===== src/verification/boot_rom.hex =====
// One 32-bit word per line in hex, starting at ROM word 0.
00000013
deadbeef
0badf00d
12345678
cafebabe
8badf00d
a5a55a5a
0f1e2d3c


===== src/design/soc_bus_pkg.sv =====
// Single master data bus types with byte addresses and little endian byte lanes.
`default_nettype none

package soc_bus_pkg;

	localparam int WORD_W = 32;
	localparam int BYTES_W = 4;

	// Held stable by the master until ack or error.
	typedef struct packed {
		logic [WORD_W-1:0]  addr;
		logic [WORD_W-1:0]  wr_val;
		logic [BYTES_W-1:0] bytesel;	// One bit per byte lane.
		logic               wr_en;
	} d_req_t;

	// Ack and error are one cycle pulses and never high together.
	typedef struct packed {
		logic [WORD_W-1:0] data;	// Valid with ack on a read.
		logic              ack;
		logic              error;
	} d_rsp_t;

endpackage

`default_nettype wire


===== src/design/soc_map_pkg.sv =====
// Memory map with 4 KiB regions and UART timing, where ROM_IMAGE is relative to the simulation directory.
`default_nettype none

package soc_map_pkg;

	localparam logic [31:0] RAM_BASE = 32'h0000_0000;
	localparam logic [31:0] ROM_BASE = 32'h1000_0000;
	localparam logic [31:0] UART_BASE = 32'h8000_0000;

	localparam int REGION_SHIFT = 12;
	localparam logic [31:0] REGION_MASK = ~((32'd1 << REGION_SHIFT) - 32'd1);

	localparam int MEM_WORDS = 1024;
	localparam int MEM_AW = $clog2(MEM_WORDS);	// Word index width.

	typedef enum logic [1:0] {
		REG_RAM,
		REG_ROM,
		REG_UART,
		REG_NONE
	} region_e;

	// Offsets inside the UART region.
	localparam logic [REGION_SHIFT-1:0] UART_DATA_OFS = REGION_SHIFT'(0);
	localparam logic [REGION_SHIFT-1:0] UART_STATUS_OFS = REGION_SHIFT'(4);
	localparam int STATUS_TX_READY = 0;
	localparam int STATUS_RX_VALID = 1;

	localparam int UART_CLKS_PER_BIT = 8;
	localparam int UART_CNT_W = $clog2(UART_CLKS_PER_BIT);

	localparam string ROM_IMAGE = "/design/src/verification/boot_rom.hex";

endpackage

`default_nettype wire


===== src/design/uart_periph.sv =====
// Fixed 8N1 at UART_CLKS_PER_BIT clocks per bit with no FIFO, so an unread byte is lost to the next one.
`timescale 1ns/1ns
`default_nettype none

module uart_periph (
	input  wire                       clk,
	input  wire                       i_rst_n,
	input  wire                       i_access,
	input  wire soc_bus_pkg::d_req_t  i_req,
	input  wire                       i_rx,
	output soc_bus_pkg::d_rsp_t       o_rsp,
	output logic                      o_tx
);

	import soc_bus_pkg::*;
	import soc_map_pkg::*;

	typedef enum logic [1:0] {TX_IDLE, TX_START, TX_DATA, TX_STOP} tx_state_e;
	typedef enum logic [1:0] {RX_IDLE, RX_START, RX_DATA, RX_STOP} rx_state_e;

	tx_state_e             tx_state;
	logic [UART_CNT_W-1:0] tx_cnt;
	logic [2:0]            tx_bit;
	logic [7:0]            tx_shift;
	logic                  tx_tick;
	logic                  tx_start;
	rx_state_e             rx_state;
	logic [UART_CNT_W-1:0] rx_cnt;
	logic [2:0]            rx_bit;
	logic [7:0]            rx_shift;
	logic [7:0]            rx_data;
	logic                  rx_meta;
	logic                  rx_s;
	logic                  rx_tick;
	logic                  rx_mid;
	logic                  rx_done;
	logic                  rx_valid;
	logic                  is_data;
	logic                  is_status;
	logic                  wr_data;
	logic                  rd_clear;
	logic                  ack_q;
	logic [WORD_W-1:0]     status;
	logic [WORD_W-1:0]     rd_data;

	assign is_data = i_req.addr[REGION_SHIFT-1:0] == UART_DATA_OFS;
	assign is_status = i_req.addr[REGION_SHIFT-1:0] == UART_STATUS_OFS;
	assign wr_data = is_data && i_req.wr_en;

	// Data writes stall here until the transmitter is idle.
	assign tx_start = i_access && !ack_q && wr_data && (tx_state == TX_IDLE);
	assign rd_clear = i_access && !ack_q && is_data && !i_req.wr_en;

	assign tx_tick = tx_cnt == UART_CNT_W'(UART_CLKS_PER_BIT - 1);
	assign rx_tick = rx_cnt == UART_CNT_W'(UART_CLKS_PER_BIT - 1);
	assign rx_mid = rx_cnt == UART_CNT_W'(UART_CLKS_PER_BIT / 2 - 1);
	assign rx_done = (rx_state == RX_STOP) && rx_tick && rx_s;	// Good stop bit.

	always_ff @(posedge clk or negedge i_rst_n) begin
		if (!i_rst_n) begin
			tx_state <= TX_IDLE;
			tx_cnt <= '0;
			tx_bit <= '0;
			o_tx <= 1'b1;
		end else begin
			tx_cnt <= (tx_state == TX_IDLE || tx_tick) ? '0 : tx_cnt + 1'b1;
			case (tx_state)
				TX_IDLE: if (tx_start) begin
					tx_state <= TX_START;
					o_tx <= 1'b0;
				end
				TX_START: if (tx_tick) begin
					tx_state <= TX_DATA;
					tx_bit <= '0;
					o_tx <= tx_shift[0];
				end
				TX_DATA: if (tx_tick) begin
					tx_bit <= tx_bit + 1'b1;
					o_tx <= (tx_bit == 3'd7) ? 1'b1 : tx_shift[1];
					if (tx_bit == 3'd7)
						tx_state <= TX_STOP;
				end
				default: if (tx_tick)
					tx_state <= TX_IDLE;
			endcase
		end
	end

	always_ff @(posedge clk or negedge i_rst_n) begin
		if (!i_rst_n) begin
			rx_meta <= 1'b1;
			rx_s <= 1'b1;
			rx_state <= RX_IDLE;
			rx_cnt <= '0;
			rx_bit <= '0;
			rx_valid <= 1'b0;
		end else begin
			rx_meta <= i_rx;	// Two flop synchroniser.
			rx_s <= rx_meta;
			rx_cnt <= (rx_state == RX_IDLE || rx_tick) ? '0 : rx_cnt + 1'b1;
			case (rx_state)
				RX_IDLE: if (!rx_s)
					rx_state <= RX_START;
				RX_START: if (rx_mid) begin
					rx_cnt <= '0;	// Realign to mid bit.
					rx_bit <= '0;
					rx_state <= rx_s ? RX_IDLE : RX_DATA;
				end
				RX_DATA: if (rx_tick) begin
					rx_bit <= rx_bit + 1'b1;
					if (rx_bit == 3'd7)
						rx_state <= RX_STOP;
				end
				default: if (rx_tick)
					rx_state <= RX_IDLE;
			endcase
			if (rx_done)
				rx_valid <= 1'b1;
			else if (rd_clear)
				rx_valid <= 1'b0;
		end
	end

	always_ff @(posedge clk) begin
		if (tx_start)
			tx_shift <= i_req.wr_val[7:0];
		else if (tx_state == TX_DATA && tx_tick)
			tx_shift <= tx_shift >> 1;
		if (rx_state == RX_DATA && rx_tick)
			rx_shift <= {rx_s, rx_shift[7:1]};	// LSB first.
		if (rx_done)
			rx_data <= rx_shift;
	end

	always_comb begin
		status = '0;
		status[STATUS_TX_READY] = tx_state == TX_IDLE;
		status[STATUS_RX_VALID] = rx_valid;
	end

	always_ff @(posedge clk) begin
		if (i_access)
			rd_data <= is_status ? status : (is_data ? {24'b0, rx_data} : '0);
	end

	always_ff @(posedge clk or negedge i_rst_n) begin
		if (!i_rst_n)
			ack_q <= 1'b0;
		else
			ack_q <= i_access && !ack_q && (!wr_data || tx_state == TX_IDLE);
	end

	assign o_rsp = '{data: rd_data, ack: ack_q, error: 1'b0};

endmodule

`default_nettype wire


===== config.mk =====
export PLATFORM = sky130hd
export DESIGN_NAME = uart_periph
export DESIGN_NICKNAME = d
export VERILOG_FILES = /design/src/design/soc_bus_pkg.sv /design/src/design/soc_map_pkg.sv /design/src/design/uart_periph.sv
export SDC_FILE = /design/constraint.sdc
export NUM_CORES = 1
export LEC_CHECK = 0
export BUFFER_PORTS_ARGS = -buffer_cell sky130_fd_sc_hd__buf_2
export CAP_MARGIN = 10
export CORE_MARGIN = 2
export CORE_UTILIZATION = 47
export CTS_BUF_LIST = sky130_fd_sc_hd__clkbuf_16
export DETAILED_ROUTE_END_ITERATION = 8
export HOLD_SLACK_MARGIN = 0.1
export PLACE_DENSITY = 0.9
export SYNTH_ARGS = -nofsm -noshare
export SYNTH_HDL_FRONTEND = slang
export SYNTH_SLANG_ARGS = --single-unit

===== constraint.sdc =====
create_clock -name clk -period 2.6 [get_ports clk]
set_clock_uncertainty 0.1 [all_clocks]
set_input_delay 0.13 -clock clk [delete_from_list [all_inputs] [get_ports clk]]
set_output_delay 0.13 -clock clk [all_outputs]
set_load 0.005 [all_outputs]

# Word level (Yosys, flattened, before mapping)
# Cells that the tools add are included.
word_totals:
  n_memories: 0
  ram_bits: 0
  latch_bits: 0
  regBits: 77
  rom_bits: 0
classes:
  div_mod_pow: 0
  addsub: 4
  n_eq_ne: 19
  shifts: 0
  multipliers: 0
  n_lt_le_gt_ge: 0
  n_reduce_logical: 33
  mux: 34
  bitwise_logic: 1
op_table:
  columns: ["operator", "count"]
  rows:
  - ["$mux 2", 13]
  - ["$mux 3", 8]
  - ["$mux 8", 2]
  - ["$ne 2x2->1 const B", 8]
  - ["$add 3x1->3 const B", 4]
  - ["$eq 12x3->1 const B", 1]
  - ["$eq 3x3->1 const B", 4]
  - ["$logic_not 12->1", 1]
  - ["$pmux 2 s3", 2]
  - ["$pmux 3 s2", 2]
  - ["$logic_and 1x1->1", 11]
  - ["$reduce_and 5->1", 2]
  - ["$reduce_bool 2->1", 5]
  - ["$eq 2x2->1 const B", 3]
  - ["$mux 1", 6]
  - ["$reduce_and 3->1", 2]
  - ["$reduce_bool 3->1", 2]
  - ["$eq 2x1->1 const B", 2]
  - ["$logic_not 2->1", 2]
  - ["$reduce_and 4->1", 1]
  - ["$eq 3x2->1 const B", 1]
  - ["$logic_not 1->1", 3]
  - ["$logic_or 1x1->1", 3]
  - ["$pmux 1 s3", 1]
  - ["other kinds (2)", 2]

# Depth between registers and ports, before layout
logic_depth:
  word_depth: 6
  ltp_mapped: 7

# Worst setup path after synthesis
# No wires, ideal clock.
synth_path:
  path_type: "register to register"
  from: "register tx_state[0]"
  to: "register tx_shift[0], enable pin"
  stages_incl_launch_ff: 6
  setup_slack_ps: 446
  t_required_ps: 2116
  t_arrival_ps: 1670
  setup_time_ps: 384
  path_cell_list: "dfrtp_1 -> inv_1 -> ha_1 -> clkbuf_1 -> nand2_1 -> o21ai_0"
synth_via:
  elab_chain_cells: 3
  elab_cells_between_ends: 5
synth_rtl:
  columns: ["element", "line_no", "text"]
  rows:
  - ["start: declaration", "uart_periph.sv:21", "tx_state_e tx_state;"]
  - ["start signal: assignment", "uart_periph.sv:61", "tx_state <= TX_IDLE;"]
  - ["start signal: assignment", "uart_periph.sv:69", "tx_state <= TX_START;"]
  - ["start signal: assignment", "uart_periph.sv:73", "tx_state <= TX_DATA;"]
  - ["$eq 2x2->1 or $logic_not 2->1 (tied branches)", "uart_periph.sv:127, uart_periph.sv:51", null]
  - ["$logic_and 1x1->1, on equally long branches", "uart_periph.sv:127, uart_periph.sv:51", null]
  - ["$reduce_bool 2->1 (no source line) *", null, null]
  - ["end signal: assignment", "uart_periph.sv:126", "tx_shift <= i_req.wr_val[7:0];"]
  - ["end signal: assignment", "uart_periph.sv:128", "tx_shift <= tx_shift >> 1;"]
  - ["end: declaration", "uart_periph.sv:24", "logic [7:0] tx_shift;"]
# Mark *: on every way between the ends. The rest lies on a longest branch, timed or not.
# A chain may end at the register's enable or synchronous reset.

# Worst setup path after layout
layout_path:
  from: "register tx_state[0]"
  to: "register tx_shift[4], data pin"
layout_via:
  elab_chain_cells: 3
layout_rtl:
  columns: ["element", "line_no", "text"]
  rows:
  - ["$logic_not 2->1", "uart_periph.sv:51", "assign tx_start = i_access && !ack_q && wr_data && (tx_state == TX_IDLE);"]
  - ["$logic_and 1x1->1", "uart_periph.sv:51", null]
  - ["$mux 8", "uart_periph.sv:125", "if (tx_start)"]
# No other way between the ends.

==> reports/results.md <==
| Quantity | This run | Unit |
|---|---|---|
| Drt via density | 4.70 | - |
| Max-cap violations | 0 | - |
| Final count of negative-setup-slack endpoints | 0 | - |
| Final RePlAce weighted congestion | 0.802 | - |
| Main area contributors after synthesis | edfxtp_1 39%, dfrtp_1 18%, buf_4 7.9%, ha_1 6.6%, mux2_1 3.7% | - |
| Number of warning messages in the yosys log | 0 | - |
| Fraction of layout instances using a drive strength above 1 | 22.0 | % |
| Starting density of the core | 48.6 | % |
| Leading cell type in the layout, fill and taps excluded | buf_2 | - |
| Std cell rows | 26 | - |
| Number of antenna violations at the first check in global routing | 0 | - |
| RSZ-0062 raised after global routing | false | - |
| Width of the chip | 76.4 | um |
| Fin. max-slew vios | 0 | - |
| Synth top area share | 39.0 | % |
| Post-cts resize count | 0 | - |
| Clock root buffer | clkbuf_16 | - |
| Net count of the finished layout | 321 | - |
| Vias after detailed routing | 1,438 | - |
| Highest-count cells in the layout ignoring fill and taps | 34 x buf_2, 32 x edfxtp_1, 25 x conb_1 | - |
| Number of flip-flops and latches in the synthesized netlist | 53 | - |
| Sequential element share of the synthesized area | 60.5 | % |
| DRC violations left | 0 | - |
| Post-synthesis cell count | 186 | - |
| Critical Path Sink Type | flip-flop | - |
| Pwr dens | 654 | nW/um2 |
| 1st-iter DRT viols | 110 | - |
| Antenna fix cells | 0 | - |
| Final critical path time including I/O delays and setup | 2.03 | ns |
| Max FO, Critical Path | 10 | - |
| Count of cell instances traversed by the critical path | 5 | - |
| Critical register-to-register path startpoint | tx_state[0]$_DFFE_PN0P_ | - |
| Highest cell delay on the worst timing path | 0.40 | ns |
| Post CTS Setup Buffer Count | 0 | - |
| Top-level I/O count | 108 | - |
| Worst endpoint required time | 2.53 | ns |
| Proportion of synthesized flip-flops having asynchronous set or reset | 39.6 | % |
| Worst Reg-to-Reg Cells | 5 | - |
| Level count of the clock H-tree | 2 | - |
| Number of search-and-repair iterations in the first detailed-routing pass | 5 | - |
| Ratio of final minimum period to clock period | 78.2 | % |
| Most used flip-flop cell after synthesis | edfxtp_1 | - |
| Number of enable-type register cells in the synthesized netlist | 32 | - |
| Startpoint type of the worst setup path | flip-flop | - |
| Clock sink count | 53 | - |
| Kind of cell with the highest combined delay on the critical path | simple AND/OR/NAND/NOR gates | - |
| Growth of design area from synthesis to finish | 17.3 | % |
| Wire length of the first global-routing pass | 6890 | um |
| Clock tree from TritonCTS | built | - |
| Post-synthesis instance area | 2460 | um2 |
| Critical Path Source | tx_state[0]$_DFFE_PN0P_ | - |
| Number of global-route vias before repair | 1,482 | - |
| Core area | 5070 | um2 |
| Total leakage power | 0.00124 | uW |
| Max IR drop VDD | 0.316 | mV |
| Cell type with the largest total area after synthesis | edfxtp_1 | - |
| Worst setup path end | tx_shift[4]$_DFFE_PP_ | - |
| Slowest-stage cell, CP | dfrtp_1 | - |
| I/O Buffers | 34 | - |
| Final hold violations | 0 | - |
| Setup TNS | 0 | ns |
| Arrival time of data at the critical path endpoint | 1.97 | ns |
| Outcome | finished clean | - |
| Maximum clock insertion buffer count | 2 | - |
| Chip height | 76.4 | um |
| Residual antenna-violating net count after detailed routing | 0 | - |
| Die area | 5840 | um2 |
| Placed wire-length estimate after detailed placement | 2690 | um |
| Worst reg-to-reg setup slack | 0.57 | ns |
| Cell breakdown of the critical path | inv_1 > ha_1 > nand2_1 > nor2_4 > mux2_1 | - |
| Drt wl/cell | 13.0 | um |
| Average size of a mapped cell | 13.3 | um2 |
| Count of filler cells inserted in the layout | 397 | - |
| Total detailed-routing wirelength | 3990 | um |
| Total clock buffers created by CTS | 5 | - |
| Maximum frequency from static timing analysis | 0.492 | GHz |
| Total congestion overflow after global routing | 0 | - |
| Clock insertion delay at the later pin of the skew report | 0.29 | ns |
| Hold crit path type | primary input to flip-flop | - |
| Clock edge transition at the registers on the reported setup and hold paths | 0.07 | ns |
| Distinct cell type count of the synthesized netlist | 39 | - |
| Crit path buffers/inverters | 1 | - |
| Setup Crit Path Kind | flip-flop to flip-flop | - |
| Worst reg2reg endpoint | tx_shift[4]$_DFFE_PP_ | - |
| Post-route worst hold slack | 0.222 | ns |
| Largest net degree at the start of global routing | 22 | - |
| Combined global-route utilization of all metal layers | 15.1 | % |
[tightest hold or removal path, stage by stage]
cell and delay [ns]:
buf_2 0.09, nor3_2 0.05, nand3_2 0.13, o41ai_1 0.10, nand2b_1 0.07
[how the worst min path moves through the flow]
stage	end	start	slack (ns)	cells past startpoint
finish	rx_valid$_DFFE_PN0P_	i_req[38]	0.22	5
global route	rx_valid$_DFFE_PN0P_	i_req[40]	0.24	5
CTS	rx_valid$_DFFE_PN0P_	i_req[40]	0.22	5
detailed placement	tx_state[1]$_DFFE_PN0P_	i_rst_n	0.02	1
global placement	tx_state[1]$_DFFE_PN0P_	i_rst_n	0.008	1
floorplan	ack_q$_DFF_PN0_	i_rst_n	-0.27	0
[final cells by class]
| class | instances | area [um2] | share of cell area, % |
|---|---|---|---|
| clock inverters | 3 | 25.0 | 0.866 |
| repair buffers | 48 | 308 | 10.6 |
| well taps | 70 | 87.6 | 3.03 |
| multi-input cells | 120 | 828 | 28.7 |
| inverters | 7 | 26.3 | 0.909 |
| clock buffers | 5 | 125 | 4.33 |
| flip-flops and latches | 53 | 1490 | 51.6 |
[routing by layer]
metal	up-vias	share of wire, %	wire, um	track usage (%)
met5	-	0	0	0
met4	0	1.3	51	6.55
met3	5	5.2	207	4.03
met2	49	55	2180	27.3
met1	678	39	1550	16.5
li1	706	-	-	-
[report_power, final]
group / switching (uW) / internal, uW / total, uW
Clock: 291 / 362 / 652
Sequential: 57.5 / 959 / 1020
Combinational: 120 / 101 / 221
[sequential cells by signal, indices dropped and copies added (netlist names), 2 cells and up]
name and count:
tx_shift 8, rx_state 2, rx_shift 8, tx_bit 3, tx_cnt 3, rx_data 8
rx_cnt 3, rx_bit 3, tx_state 2, rd_data 8
[through the flow]
| stage | setup WS, ns | area [um2] | total power (uW) | std cells | utilization (%) |
|---|---|---|---|---|---|
| after floorplan | 0.446 | 2550 | 1180 | 210 | - |
| after global placement | 0.616 | 2610 | 1210 | 285 | 51.4 |
| after detailed placement | 0.586 | 2610 | 1230 | 285 | 51.4 |
| after CTS | 0.566 | 2890 | 1900 | 306 | 57.0 |
| after global routing | 0.426 | 2890 | 1990 | 306 | 57.0 |
| final | 0.566 | 2890 | 1890 | 306 | 57.0 |
[cells in the mapped netlist, types with 3 or more instances]
| master | number |
|---|---|
| dfrtp_1 | 18 |
| clkbuf_1 | 4 |
| a21oi_1 | 6 |
| ha_1 | 13 |
| inv_1 | 7 |
| mux2_1 | 8 |
| dfstp_2 | 3 |
| nor2_1 | 10 |
| o21ai_0 | 5 |
| buf_4 | 26 |
| nand2_1 | 9 |
| edfxtp_1 | 32 |
| and2_1 | 8 |
| nand2b_1 | 5 |
[timing repair]
item                                   in CTS  in global routing
endpoints found under the hold margin      40                  0
setup endpoints to repair                   0                  0
hold buffers                               13                  0
[kinds of logic after synthesis]
family | synth area share (%)
compound gates | 6.29
mux | 4.92
buf+inv | 9.59
simple gates | 12.0
flops | 60.5
other cells | 0.152
fa+ha+maj | 6.60
Power figures use the tool's default switching activity.
