[src/verification/boot_rom.hex]
// One 32-bit word per line in hex, starting at ROM word 0.
00000013
deadbeef
0badf00d
12345678
cafebabe
8badf00d
a5a55a5a
0f1e2d3c

[src/design/soc_bus_pkg.sv]
// Single master data bus types with byte addresses and little endian byte lanes.
`default_nettype none

package soc_bus_pkg;

	localparam int WORD_W = 32;
	localparam int BYTES_W = 4;

	// Held stable by the master until ack or error.
	typedef struct packed {
		logic [WORD_W-1:0]  addr;
		logic [WORD_W-1:0]  wr_val;
		logic [BYTES_W-1:0] bytesel;	// One bit per byte lane.
		logic               wr_en;
	} d_req_t;

	// Ack and error are one cycle pulses and never high together.
	typedef struct packed {
		logic [WORD_W-1:0] data;	// Valid with ack on a read.
		logic              ack;
		logic              error;
	} d_rsp_t;

endpackage

`default_nettype wire

[src/design/soc_map_pkg.sv]
// Memory map with 4 KiB regions and UART timing, where ROM_IMAGE is relative to the simulation directory.
`default_nettype none

package soc_map_pkg;

	localparam logic [31:0] RAM_BASE = 32'h0000_0000;
	localparam logic [31:0] ROM_BASE = 32'h1000_0000;
	localparam logic [31:0] UART_BASE = 32'h8000_0000;

	localparam int REGION_SHIFT = 12;
	localparam logic [31:0] REGION_MASK = ~((32'd1 << REGION_SHIFT) - 32'd1);

	localparam int MEM_WORDS = 1024;
	localparam int MEM_AW = $clog2(MEM_WORDS);	// Word index width.

	typedef enum logic [1:0] {
		REG_RAM,
		REG_ROM,
		REG_UART,
		REG_NONE
	} region_e;

	// Offsets inside the UART region.
	localparam logic [REGION_SHIFT-1:0] UART_DATA_OFS = REGION_SHIFT'(0);
	localparam logic [REGION_SHIFT-1:0] UART_STATUS_OFS = REGION_SHIFT'(4);
	localparam int STATUS_TX_READY = 0;
	localparam int STATUS_RX_VALID = 1;

	localparam int UART_CLKS_PER_BIT = 8;
	localparam int UART_CNT_W = $clog2(UART_CLKS_PER_BIT);

	localparam string ROM_IMAGE = "/design/src/verification/boot_rom.hex";

endpackage

`default_nettype wire

[src/design/data_bus_decode.sv]
// Region decode on address bits 31:12 only, so every alias inside a 4 KiB region hits the same target.
`timescale 1ns/1ns
`default_nettype none

module data_bus_decode (
	input  wire                        clk,
	input  wire                        i_rst_n,
	input  wire                        i_d_access,
	input  wire logic [31:0]           i_d_addr,
	input  wire logic [31:0]           i_i_addr,
	input  wire soc_bus_pkg::d_rsp_t   i_ram_rsp,
	input  wire soc_bus_pkg::d_rsp_t   i_rom_rsp,
	input  wire soc_bus_pkg::d_rsp_t   i_uart_rsp,
	input  wire logic [31:0]           i_ram_i_data,
	input  wire logic [31:0]           i_rom_i_data,
	output logic                       o_ram_access,
	output logic                       o_rom_access,
	output logic                       o_uart_access,
	output soc_bus_pkg::d_rsp_t        o_d_rsp,
	output logic [31:0]                o_i_data
);

	import soc_bus_pkg::*;
	import soc_map_pkg::*;

	region_e d_region;
	region_e i_region;
	region_e i_region_q;	// Region of last cycle's fetch.
	logic    none_err;
	d_rsp_t  none_rsp;

	function automatic region_e region_of(input logic [WORD_W-1:0] addr);
		region_e r;
		case (addr & REGION_MASK)
			RAM_BASE:  r = REG_RAM;
			ROM_BASE:  r = REG_ROM;
			UART_BASE: r = REG_UART;
			default:   r = REG_NONE;
		endcase
		return r;
	endfunction

	assign d_region = region_of(i_d_addr);
	assign i_region = region_of(i_i_addr);

	// Only the selected target sees the strobe.
	assign o_ram_access = i_d_access && (d_region == REG_RAM);
	assign o_rom_access = i_d_access && (d_region == REG_ROM);
	assign o_uart_access = i_d_access && (d_region == REG_UART);

	always_ff @(posedge clk or negedge i_rst_n) begin
		if (!i_rst_n) begin
			none_err <= 1'b0;
			i_region_q <= REG_NONE;
		end else begin
			none_err <= i_d_access && (d_region == REG_NONE) && !none_err;	// One pulse.
			i_region_q <= i_region;
		end
	end

	assign none_rsp = '{data: '0, ack: 1'b0, error: none_err};

	always_comb begin
		case (d_region)
			REG_RAM:  o_d_rsp = i_ram_rsp;
			REG_ROM:  o_d_rsp = i_rom_rsp;
			REG_UART: o_d_rsp = i_uart_rsp;
			default:  o_d_rsp = none_rsp;
		endcase
	end

	// RAM and ROM fetch data arrive a cycle after the address.
	always_comb begin
		case (i_region_q)
			REG_RAM: o_i_data = i_ram_i_data;
			REG_ROM: o_i_data = i_rom_i_data;
			default: o_i_data = '0;
		endcase
	end

endmodule

`default_nettype wire

[config.mk]
export PLATFORM = sky130hd
export DESIGN_NAME = data_bus_decode
export DESIGN_NICKNAME = d
export VERILOG_FILES = /design/src/design/soc_bus_pkg.sv /design/src/design/soc_map_pkg.sv /design/src/design/data_bus_decode.sv
export SDC_FILE = /design/constraint.sdc
export NUM_CORES = 1
export LEC_CHECK = 0
export BUFFER_PORTS_ARGS = -buffer_cell sky130_fd_sc_hd__buf_2
export CORE_AREA = 5 5 113 115
export DETAILED_ROUTE_END_ITERATION = 12
export DIE_AREA = 0 0 118 120
export GPL_TIMING_DRIVEN = 0
export PLACE_DENSITY = 0.58
export SETUP_SLACK_MARGIN = 0.5
export SYNTH_ARGS = -nofsm -noshare
export SYNTH_HDL_FRONTEND = slang
export SYNTH_SLANG_ARGS = --single-unit
[constraint.sdc]
create_clock -name clk -period 3.1 [get_ports clk]
set_input_delay 0.155 -clock clk [delete_from_list [all_inputs] [get_ports clk]]
set_output_delay 0.155 -clock clk [all_outputs]
set_load 0.01 [all_outputs]
Word level (Yosys, flattened, before mapping) --
Cells that the tools add are included.
Operators by class: eq/ne operators 8, muxes and demuxes 4, reduce and logical (&&, ||, !) cells 10
Operators with widths (number):
- 34-bit one-hot mux with 3 select lines | 1
- 32-bit zero test | 2
- 32-bit one-hot mux with 2 select lines | 1
- 20-bit by 17-bit equality test with 1-bit output, second input constant | 2
- 20-bit equality test, second input constant | 2
- 2-bit one-hot mux with 3 select lines | 2
- 1-bit logical AND | 5
- 2-bit by 1-bit equality test with 1-bit output, second input constant | 2
- 2-bit equality test, second input constant | 2
- 2-bit zero test | 2
- 1-bit zero test | 1
Word-level totals: bits in registers 3, input port bits 233, output and inout bits 69, word-level logic and storage cells 24

Depth between registers and ports, before layout --
Gate-level depths: netlist of the first run.
depth in word-level cells 5, mapped depth 6, depth with buffers taken out 4

Worst setup path after synthesis of the first run --
No wires, ideal clock.
path type input-to-output, from input i_d_addr[29], to output o_d_rsp[10] (netlist name), data arrival time 1421 ps, data required time 2945 ps, setup slack 1524 ps, stages 6, buffers on the path 2, cell sequence nor4_2 nand3_2 or3_1 buf_6 buf_12 o2bb2ai_2
RTL lines:
- start: declaration | RTL line data_bus_decode.sv:9 | input wire logic [31:0] i_d_addr,
- end: declaration | RTL line data_bus_decode.sv:19 | output soc_bus_pkg::d_rsp_t o_d_rsp,

==> results of run 1 <==
flip-flops by register name (all words and copies together), names as in the netlist:
name / count
none_err: 1
i_region_q: 2
through the flow:
stage	worst slack (ps)	power, mW	std cells	hold slack, ps	instance area, µm²
floorplan	1520	0.105	180	-141	1690
global placement	995	0.249	604	-46.8	3260
detailed placement	994	0.255	604	-46.2	3260
CTS	992	0.463	609	126	3350
global route	908	0.489	609	130	3350
finish	1060	0.455	609	126	3350
logic make-up after synthesis:
| kind of cell | share of synthesized area [%] |
|---|---|
| buf+inv | 9.42 |
| flops | 4.60 |
| compound gates | 29.0 |
| simple gates | 17.8 |
| mux | 39.2 |
cell type report:
cell class | instances | area share, %
Timing Repair Buffer | 278 | 41.7
Clock buffer | 4 | 2.36
Tap cell | 147 | 5.50
Sequential cell | 3 | 2.32
Buffer | 18 | 4.53
Inverter | 2 | 0.224
Multi-Input combinational cell | 157 | 43.3
cells in the mapped netlist:
cell / n / area share [%]
nand2b_1: 2 / 0.74
nand3_1: 2 / 0.59
buf_6: 4 / 2.7
a211o_2: 1 / 0.59
clkbuf_1: 4 / 0.89
o2bb2ai_1: 5 / 2.6
nand3_2: 1 / 0.59
nor4_1: 6 / 2.2
inv_1: 2 / 0.45
dfrtp_1: 1 / 1.5
dfstp_2: 2 / 3.1
and2_1: 1 / 0.37
nand2_1: 1 / 0.22
buf_1: 3 / 0.67
o2bb2ai_2: 28 / 25
buf_2: 4 / 1.2
buf_12: 3 / 3.6
nor3b_1: 1 / 0.45
nor2_1: 33 / 7.3
nor4_2: 2 / 1.5
a21o_1: 1 / 0.45
nor4b_4: 1 / 1.4
mux2i_1: 66 / 39
a211oi_1: 1 / 0.45
or4_1: 1 / 0.45
nor3_2: 2 / 1.2
or2_2: 1 / 0.37
or3_1: 1 / 0.37
power groups by stage:
stage	Clock, mW	Sequential, mW	Combinational [mW]
floorplan	0	0.0411	0.0641
global placement	0	0.0413	0.208
detailed placement	0	0.0414	0.214
CTS	0.206	0.0410	0.216
global route	0.211	0.0411	0.236
finish	0.202	0.0410	0.212
path summary, 6_finish.rpt:
kind                              start       endpoint  slack [ps]  cells after the start
max reg2reg                    none_err       none_err        2440                      1
max                        i_d_addr[21]     o_d_rsp[4]        1060                      7
min                        i_i_addr[31]  i_region_q[1]         130                      2
min in group asynchronous       i_rst_n       none_err         290                      2
max in group asynchronous       i_rst_n  i_region_q[0]        2620                      2
min reg2reg                    none_err       none_err         440                      1
metal layers:
| layer | track usage [%] | routed length [µm] | part of all wire (%) | up-vias |
|---|---|---|---|---|
| met5 | 0 | 0 | 0 | - |
| met2 | 22.9 | 4760 | 54 | 181 |
| met1 | 11.3 | 2940 | 33 | 1073 |
| li1 | - | - | - | 1255 |
| met4 | 1.51 | 57 | 0.65 | 0 |
| met3 | 4.05 | 1040 | 12 | 6 |
repair_timing:
action | 4_1_cts | 5_1_grt
hold buffers | 1 | 0
resized for setup | 0 | 0
endpoints found under the hold margin | 3 | 0
setup endpoints to repair | 0 | 0
==> PnR_summary.wiki, run 1 <==
{| class="wikitable"
! Metric !! Value
|-
| Run status || finished clean
|-
| Post-route antenna net violation count || 0
|-
| Placer congestion estimate || 0.874
|-
| Total core area || 11700 µm²
|-
| Cell Chain, Critical Path || buf_2, nor4_2, nand3_2, nor4b_4, buf_6, o2bb2ai_1, buf_2
|-
| # clock sinks || 3
|-
| Antenna violations before repair || 0
|-
| Cell leakage power || 2.09 nW
|-
| Critical-path top delay cell || nor4b_4
|-
| Maximum count of clock buffers along a single path || 2
|-
| Critical path's top delay family || simple AND/OR/NAND/NOR gates
|-
| Number of violations reported at the end of detailed-routing iteration 0 || 32
|-
| Final period demand of the worst path || 2040 ps
|-
| Worst-path maximum fanout || 10
|-
| Footprint of the multi-input gates || 1450 µm²
|-
| CTS tree || built
|-
| Cell row count || 40
|-
| Total power density per cell area || 136 nW/µm²
|-
| Total via count in the routed design || 2515
|-
| Maximum vdd drop || 0.0000990 V
|-
| Area added between synthesis and finish || 98.4%
|-
| Data required, critical path || 2940 ps
|-
| Startpoint kind of the worst setup timing path || input pin
|-
| Vert. Die Dim || 120 µm
|-
| Clk pin slew, worst setup/hold paths || 30 ps
|-
| Pint || 0.338 mW
|-
| Tcrit/Tclk final || 65.7%
|-
| Mapped Cells || 180
|-
| All-layer global routing usage || 11.4%
|-
| Footprint of the flip-flops and latches || 77.6 µm²
|-
| Layout cell share with drive strength beyond 1 || 71.2%
|-
| Highest-count cells in the layout ignoring fill and taps || 281 x buf_2, 66 x mux2i_1, 33 x nor2_1
|-
| Number of buffer and inverter stages on the critical path || 3
|-
| Class of the most critical setup path || in2out
|-
| Sequential cell fraction of total power || 9.0%
|-
| Worst min-delay path category || in2reg
|-
| Vias in the first global route || 2780
|-
| Slew at the pin closest to its max-slew limit || 717 ps
|-
| Final wirelength || 8800 µm
|-
| Fillers || 1264
|-
| Number of max-cap violations || 0
|-
| Combinational fraction of design power || 46.6%
|-
| Mean instance size in the synthesized netlist || 9.37 µm²
|-
| Die footprint || 14200 µm²
|-
| Number of port buffers || 277
|-
| Number of failing setup endpoints in the final timing report || 0
|-
| Initial standard-cell utilization of the core || 14.4%
|-
| CP Capture Type || primary output
|-
| Portion of total power attributed to the clock network || 44.4%
|-
| Global-route wire length before repair || 13700 µm
|-
| Number of endpoints with negative hold slack in the final report || 0
|-
| Total congestion overflow after global routing || 0
|-
| Half-perimeter wire length of the detailed placement result || 8000 µm
|-
| Setup Skew || 0 ps
|-
| Switch Pwr || 0.118 mW
|-
| Average wire length per cell after detail routing || 14.5 µm
|-
| Synthesis warning total || 0
|-
| Clk_lat worst skew || 220 ps
|-
| Root buffer selected by CTS || clkbuf_16
|-
| Net switching share of the total power || 25.8%
|-
| Crit-path most repeated cell || buf_2
|-
| Nets in the synthesized netlist || 413
|-
| Total Neg Setup Slack || 0 ps
|-
| Synth unique cells || 28
|-
| Fin. max-slew vios || 0
|-
| Maximum number of pins on one net before global-route repair || 11
|-
| Leading cell type in the layout, fill and taps excluded || buf_2
|-
| Unrepaired setup endpoints after global routing || no
|-
| Post-detailed-route DRC marker count || 0
|-
| Total CTS buffers || 3
|-
| Antenna diode instance count || 0
|-
| Sequential element share of the synthesized area || 4.60%
|-
| Maximum clock frequency || 491 MHz
|-
| Synthesized area || 1690 µm²
|-
| I/O pin cnt || 302
|-
| Width of the die || 118 µm
|-
| Drt first pass iters || 4
|-
| Buffers inserted during post-CTS setup optimization || 0
|-
| Number of H-tree levels || 1
|-
| Layout Nets || 696
|-
| Mean number of vias per cell || 4.13
|-
| Worst path arrival time || 1880 ps
|-
| Share of the core filled with cells || 28.6%
|-
| Longest individual stage delay on the worst path || 610 ps
|-
| Relative slew slack || 52.2%
|-
| Number of register bits inferred by synthesis || 3
|}
No activity file was read; power rests on OpenSTA's default activity.
==> inputs of run 2 (changes only) <==
CORE_AREA = 5 5 114 116   (was 5 5 113 115)
DIE_AREA = 0 0 119 121   (was 0 0 118 120)
PLACE_DENSITY = 0.6   (was 0.58)
clock period = 1.8 ns   (was 3.1 ns; I/O delays follow)
==> run 2 against run 1 <==
  * Global-route usage up 0.56 points
  * Clock skew unchanged
  * Die area up 1.7%
  * Setup slack worse by 990 ps
  * Critical path type unchanged
==> PnR_summary.wiki, run 2 (synthesis results as in run 1) <==
{| class="wikitable"
! Metric !! Value
|-
| Run status || finished clean
|-
| Net switching share of the total power || 27.4%
|-
| Data required, critical path || 1710 ps
|-
| Fin area || 3960 µm²
|-
| Die footprint || 14400 µm²
|-
| Average wire length per cell after detail routing || 15.0 µm
|-
| Fillers || 1188
|-
| Area added between synthesis and finish || 135%
|-
| Registers with the most flip-flops || i_region_q: 2 flops, none_err: 1 flops
|-
| Final instance count without filler cells || 625
|-
| Antenna diode instance count || 0
|-
| Global-route wire length before repair || 14300 µm
|-
| Total core area || 11800 µm²
|-
| Highest-count cells in the layout ignoring fill and taps || 268 x buf_2, 61 x mux2i_1, 33 x nor2_1
|-
| Number of endpoints with negative hold slack in the final report || 0
|-
| CTS tree || built
|-
| Final period demand of the worst path || 1730 ps
|-
| # clock sinks || 3
|-
| All-layer global routing usage || 12.0%
|-
| CP Capture Type || primary output
|-
| Worst path arrival time || 1640 ps
|-
| Portion of total power attributed to the clock network || 42.8%
|-
| Maximum vdd drop || 0.000175 V
|-
| Slew at the pin closest to its max-slew limit || 314 ps
|-
| Footprint of the multi-input gates || 1640 µm²
|-
| Maximum number of pins on one net before global-route repair || 11
|-
| Total placed cells including tap cells || 604
|-
| Post-detailed-route DRC marker count || 0
|-
| Layout Nets || 712
|-
| Number of max-cap violations || 0
|-
| Hold slack || 59.6 ps
|-
| Area of placed instances || 3320 µm²
|-
| Number of H-tree levels || 1
|-
| Tcrit/Tclk final || 96.1%
|-
| Initial standard-cell utilization of the core || 14.3%
|-
| I/O pin cnt || 302
|-
| Pint || 0.590 mW
|-
| Vias in the first global route || 3008
|-
| Leading cell type in the layout, fill and taps excluded || buf_2
|-
| Worst reg2reg path depth || 1
|-
| Cell leakage power || 2.30 nW
|-
| Number of flip-flops under the largest register name || 2
|-
| Root buffer selected by CTS || clkbuf_16
|-
| Antenna violations before repair || 0
|-
| Worst-path maximum fanout || 10
|-
| Worst hold stages || 2
|-
| Maximum clock frequency || 578 MHz
|-
| Width of the die || 119 µm
|-
| Post-route antenna net violation count || 0
|-
| Register bank with the most flops || i_region_q
|-
| Number of failing setup endpoints in the final timing report || 0
|-
| Cell row count || 40
|-
| Maximum count of clock buffers along a single path || 2
|-
| Clk_lat worst skew || 220 ps
|-
| Sequential cell fraction of total power || 8.7%
|-
| Drt first pass iters || 4
|-
| Mean number of vias per cell || 4.19
|-
| Setup Skew || 0 ps
|-
| Clk pin slew, worst setup/hold paths || 30 ps
|-
| Class of the most critical setup path || in2out
|-
| Final wirelength || 9370 µm
|-
| Worst min-delay path category || in2reg
|-
| Fin. max-slew vios || 0
|-
| Placer congestion estimate || 0.812
|-
| Footprint of the flip-flops and latches || 77.6 µm²
|-
| Switch Pwr || 0.223 mW
|-
| Vert. Die Dim || 121 µm
|-
| Combinational fraction of design power || 48.5%
|-
| Total congestion overflow after global routing || 0
|-
| Number of port buffers || 277
|-
| Unrepaired setup endpoints after global routing || yes
|-
| Total power density per cell area || 205 nW/µm²
|-
| Relative slew slack || 78.5%
|-
| Total CTS buffers || 3
|-
| Layout cell share with drive strength beyond 1 || 75.9%
|-
| Half-perimeter wire length of the detailed placement result || 8160 µm
|-
| Total via count in the routed design || 2620
|-
| Number of violations reported at the end of detailed-routing iteration 0 || 18
|-
| Startpoint kind of the worst setup timing path || input pin
|}
-- run 2: cell count changes in the layout (fill, tap and decap cells not counted), sizes merged --
| cell | change |
|---|---|
| buf | +16 |
-- run 2: power by group through the flow --
stage / clock, mW / sequential (mW) / combinational, mW
3_5_place_dp: 0 / 0.0710 / 0.374
4_1_cts: 0.354 / 0.0705 / 0.392
3_3_place_gp: 0 / 0.0710 / 0.363
5_1_grt: 0.362 / 0.0710 / 0.432
6_report: 0.348 / 0.0706 / 0.394
2_1_floorplan: 0 / 0.0709 / 0.114
-- run 2: timing repair --
| action | in CTS | in global routing |
|---|---|---|
| buffers inserted | 11 | 0 |
| endpoints found under the hold margin | 3 | 0 |
| cloned | 5 | 0 |
| pin swaps | 5 | 6 |
| resized for setup | 58 | 12 |
| endpoints found under the setup margin | 69 | 69 |
| hold buffers | 1 | 0 |
-- run 2: critical path: stages --
cell       delay [ps]
buf_6             100
nor4_4            280
nand3_2           140
buf_6             150
nor4b_4           310
buf_6             180
buf_12            150
o2bb2ai_2         100
buf_2             140
-- run 2: final cells by class --
class	count	area share [%]
buffer	18	6.45
clock buffer	4	1.99
inverter	2	0.190
multi-input combinational	157	41.4
sequential	3	1.96
tap	147	4.65
timing repair buffer	294	43.4
-- run 2: metrics by stage --
step	util [%]	setup WS (ps)	power [mW]	TNS, ps
2_1_floorplan	-	378	0.184	0
3_3_place_gp	28.1	-152	0.434	-2550
3_5_place_dp	28.1	-167	0.445	-2770
4_1_cts	32.9	31.9	0.817	0
5_1_grt	33.5	-18.4	0.865	-143
6_report	33.5	70.9	0.813	0
-- run 2: final timing paths --
check	to	slack [ps]	start
setup reg to reg	none_err	1150	none_err
hold / removal	i_region_q[0]	60	i_i_addr[28]
hold reg to reg	none_err	440	none_err
max in group asynchronous	i_region_q[1]	1380	i_rst_n
setup / recovery	o_d_rsp[18]	70	i_d_addr[22]
min in group asynchronous	none_err	220	i_rst_n
-- run 2: metal layers --
layer | GRT usage, % | wire length [µm] | up-vias
met1 | 11.2 | 2950 | 1144
met2 | 24.3 | 5160 | 179
met3 | 4.66 | 1120 | 8
met5 | 0 | 0 | -
li1 | - | - | 1289
met4 | 2.46 | 133 | 0
==> inputs of run 3 (changes only) <==
CORE_AREA = 5 5 113 115   (was 5 5 114 116)
DIE_AREA = 0 0 118 120   (was 0 0 119 121)
PLACE_DENSITY = 0.58   (was 0.6)
clock period = 1.65 ns   (was 1.8 ns; I/O delays follow)
==> run 3 against run 2 <==
  * The flow now finishes with violations (negative setup slack)
  * Routed wire length up 3.7%
  * Sequential power is 9.3% higher
  * Die area down 1.7%
  * Register-to-register slack got worse by 120 ps
  * Final area rose by 7.0%
  * Combinational power increased by 12%
  * Largest cell class unchanged
  * Largest power group unchanged
  * Highest routed layer unchanged
==> PnR_summary.wiki, run 3 (synthesis results as in run 1) <==
{| class="wikitable"
! Metric !! Value
|-
| Half-perimeter wire length of the detailed placement result || 8010 µm
|-
| Setup WS post-layout || -72.9 ps
|-
| Fillers || 1165
|-
| Layout cell share with drive strength beyond 1 || 75.9%
|-
| Worst hold stages || 2
|-
| All-layer global routing usage || 12.6%
|-
| Mean number of vias per cell || 4.24
|-
| Clk pin slew, worst setup/hold paths || 30 ps
|-
| Class of the most critical setup path || in2out
|-
| Leading cell type in the layout, fill and taps excluded || buf_2
|-
| Vert. Die Dim || 120 µm
|-
| Pint || 0.646 mW
|-
| Antenna diode instance count || 0
|-
| Worst-path maximum fanout || 7
|-
| Layout Nets || 719
|-
| Worst reg2reg path depth || 1
|-
| Longest individual stage delay on the worst path || 430 ps
|-
| Post-detailed-route DRC marker count || 0
|-
| End point of the most critical hold path || i_region_q[0]
|-
| Cell row count || 40
|-
| Worst slack, placed || -380 ps
|-
| Fin. max-slew vios || 0
|-
| Net switching share of the total power || 28.7%
|-
| Drt first pass iters || 4
|-
| Highest routed layer || met4
|-
| Cell Chain, Critical Path || buf_6, nor4_4, nand3_2, or3_4, buf_12, buf_12, nor3_4, buf_6
|-
| CTS tree || built
|-
| Average wire length per cell after detail routing || 15.4 µm
|-
| Die footprint || 14200 µm²
|-
| Number of buffer and inverter stages on the critical path || 4
|-
| Initial standard-cell utilization of the core || 14.4%
|-
| Total core area || 11700 µm²
|-
| Total congestion overflow after global routing || 0
|-
| Root buffer selected by CTS || clkbuf_16
|-
| Number of violations reported at the end of detailed-routing iteration 0 || 28
|-
| Tcrit/Tclk final || 104%
|-
| CP Capture Type || primary output
|-
| Final instance count without filler cells || 632
|-
| M1 WL || 3080 µm
|-
| Met3 WL || 994 µm
|-
| Portion of total power attributed to the clock network || 42.6%
|-
| Amount of wire on met2 after detailed routing || 5580 µm
|-
| Maximum vdd drop || 0.000277 V
|-
| Run status || finished, violations left
|-
| Post-route antenna net violation count || 0
|-
| Global-route wire length before repair || 14700 µm
|-
| Worst path arrival time || 1640 ps
|-
| Final period demand of the worst path || 1720 ps
|-
| Number of failing setup endpoints in the final timing report || 33
|-
| Setup slack, reg-to-reg || 1030 ps
|-
| Violations in the final reports || negative setup slack
|-
| Width of the die || 118 µm
|-
| Hold slack || 60.3 ps
|-
| Vias in the first global route || 2924
|-
| Sequential cell fraction of total power || 8.5%
|-
| Maximum count of clock buffers along a single path || 2
|-
| Unrepaired setup endpoints after global routing || yes
|-
| Min-delay src || i_i_addr[28]
|-
| Relative slew slack || 76.9%
|-
| Overall power of the completed layout || 0.905 mW
|-
| Placer congestion estimate || 0.904
|-
| Number of port buffers || 277
|-
| Endpoint of the worst register-to-register path || none_err
|-
| Final wirelength || 9720 µm
|-
| Cell leakage power || 2.43 nW
|-
| Share of the core filled with cells || 36.2%
|-
| Number of flip-flops under the largest register name || 2
|-
| Critical path's top delay family || simple AND/OR/NAND/NOR gates
|-
| Critical-path top delay cell || or3_4
|-
| Antenna violations before repair || 0
|-
| Startpoint of the worst register-to-register path || none_err
|-
| Total CTS buffers || 3
|-
| Total placed cells including tap cells || 604
|-
| Combinational fraction of design power || 48.9%
|-
| I/O pin cnt || 302
|-
| Startpoint kind of the worst setup timing path || input pin
|-
| Slew at the pin closest to its max-slew limit || 343 ps
|-
| Number of H-tree levels || 1
|-
| # clock sinks || 3
|-
| Area added between synthesis and finish || 151%
|-
| Registers with the most flip-flops || i_region_q: 2 flops, none_err: 1 flops
|-
| Maximum number of pins on one net before global-route repair || 11
|-
| Data required, critical path || 1570 ps
|-
| Total power density per cell area || 214 nW/µm²
|-
| Worst min-delay path category || in2reg
|-
| Maximum clock frequency || 580 MHz
|-
| Switch Pwr || 0.259 mW
|-
| Register bank with the most flops || i_region_q
|-
| Number of max-cap violations || 0
|-
| Setup Skew || 0 ps
|-
| Highest-count cells in the layout ignoring fill and taps || 262 x buf_2, 64 x mux2i_1, 33 x nor2_1
|-
| Clk_lat worst skew || 220 ps
|-
| Number of endpoints with negative hold slack in the final report || 0
|-
| Total via count in the routed design || 2680
|}
## run 3: routing by layer
metal / GRT usage [%] / vias up
met5: 0 / -
met1: 11.7 / 1197
met4: 2.15 / 0
li1: - / 1302
met2: 26.8 / 175
met3: 3.63 / 6
## run 3: how the worst max path moves through the flow
stage | startpoint | end | slack [ps] | depth (start not counted)
after floorplan | i_d_addr[21] | o_d_rsp[10] | 240 | 6
after global placement | i_d_addr[21] | o_d_rsp[5] | -350 | 7
after detailed placement | i_d_addr[21] | o_d_rsp[5] | -380 | 7
after CTS | i_d_addr[21] | o_d_rsp[5] | -100 | 8
after global routing | i_d_addr[20] | o_d_rsp[17] | -160 | 9
final | i_d_addr[20] | o_uart_access | -70 | 8
## run 3: timing repair
item,in CTS,in global routing
setup buffers,11,3
hold endpoints to repair,3,0
endpoints found under the setup margin,69,70
resized for setup,55,27
hold buffers,1,0
cloned,9,0
pin swaps,27,19
## run 3: final cells by class
cell class	instances	area (µm²)	area share [%]
Clock buffer	4	78.8	1.86
Sequential cell	3	77.6	1.83
Inverter	2	7.51	0.177
Tap cell	147	184	4.34
Timing Repair Buffer	301	1910	45.2
Multi-Input combinational cell	157	1720	40.6
Buffer	18	255	6.02
## run 3: power by group through the flow
stage                     logic (mW)  registers, mW  clock network [mW]
after CTS                      0.430         0.0768               0.396
after global routing           0.487         0.0775               0.405
after detailed placement       0.411         0.0776                   0
final                          0.443         0.0772               0.385
after global placement         0.399         0.0775                   0
after floorplan                0.124         0.0773                   0
## run 3: through the flow
stage	cell area (µm²)	TNS, ps
final	4240	-1350
after global routing	4240	-4570
after CTS	4020	-2110
after detailed placement	3350	-9230
after global placement	3350	-8000
after floorplan	1780	0
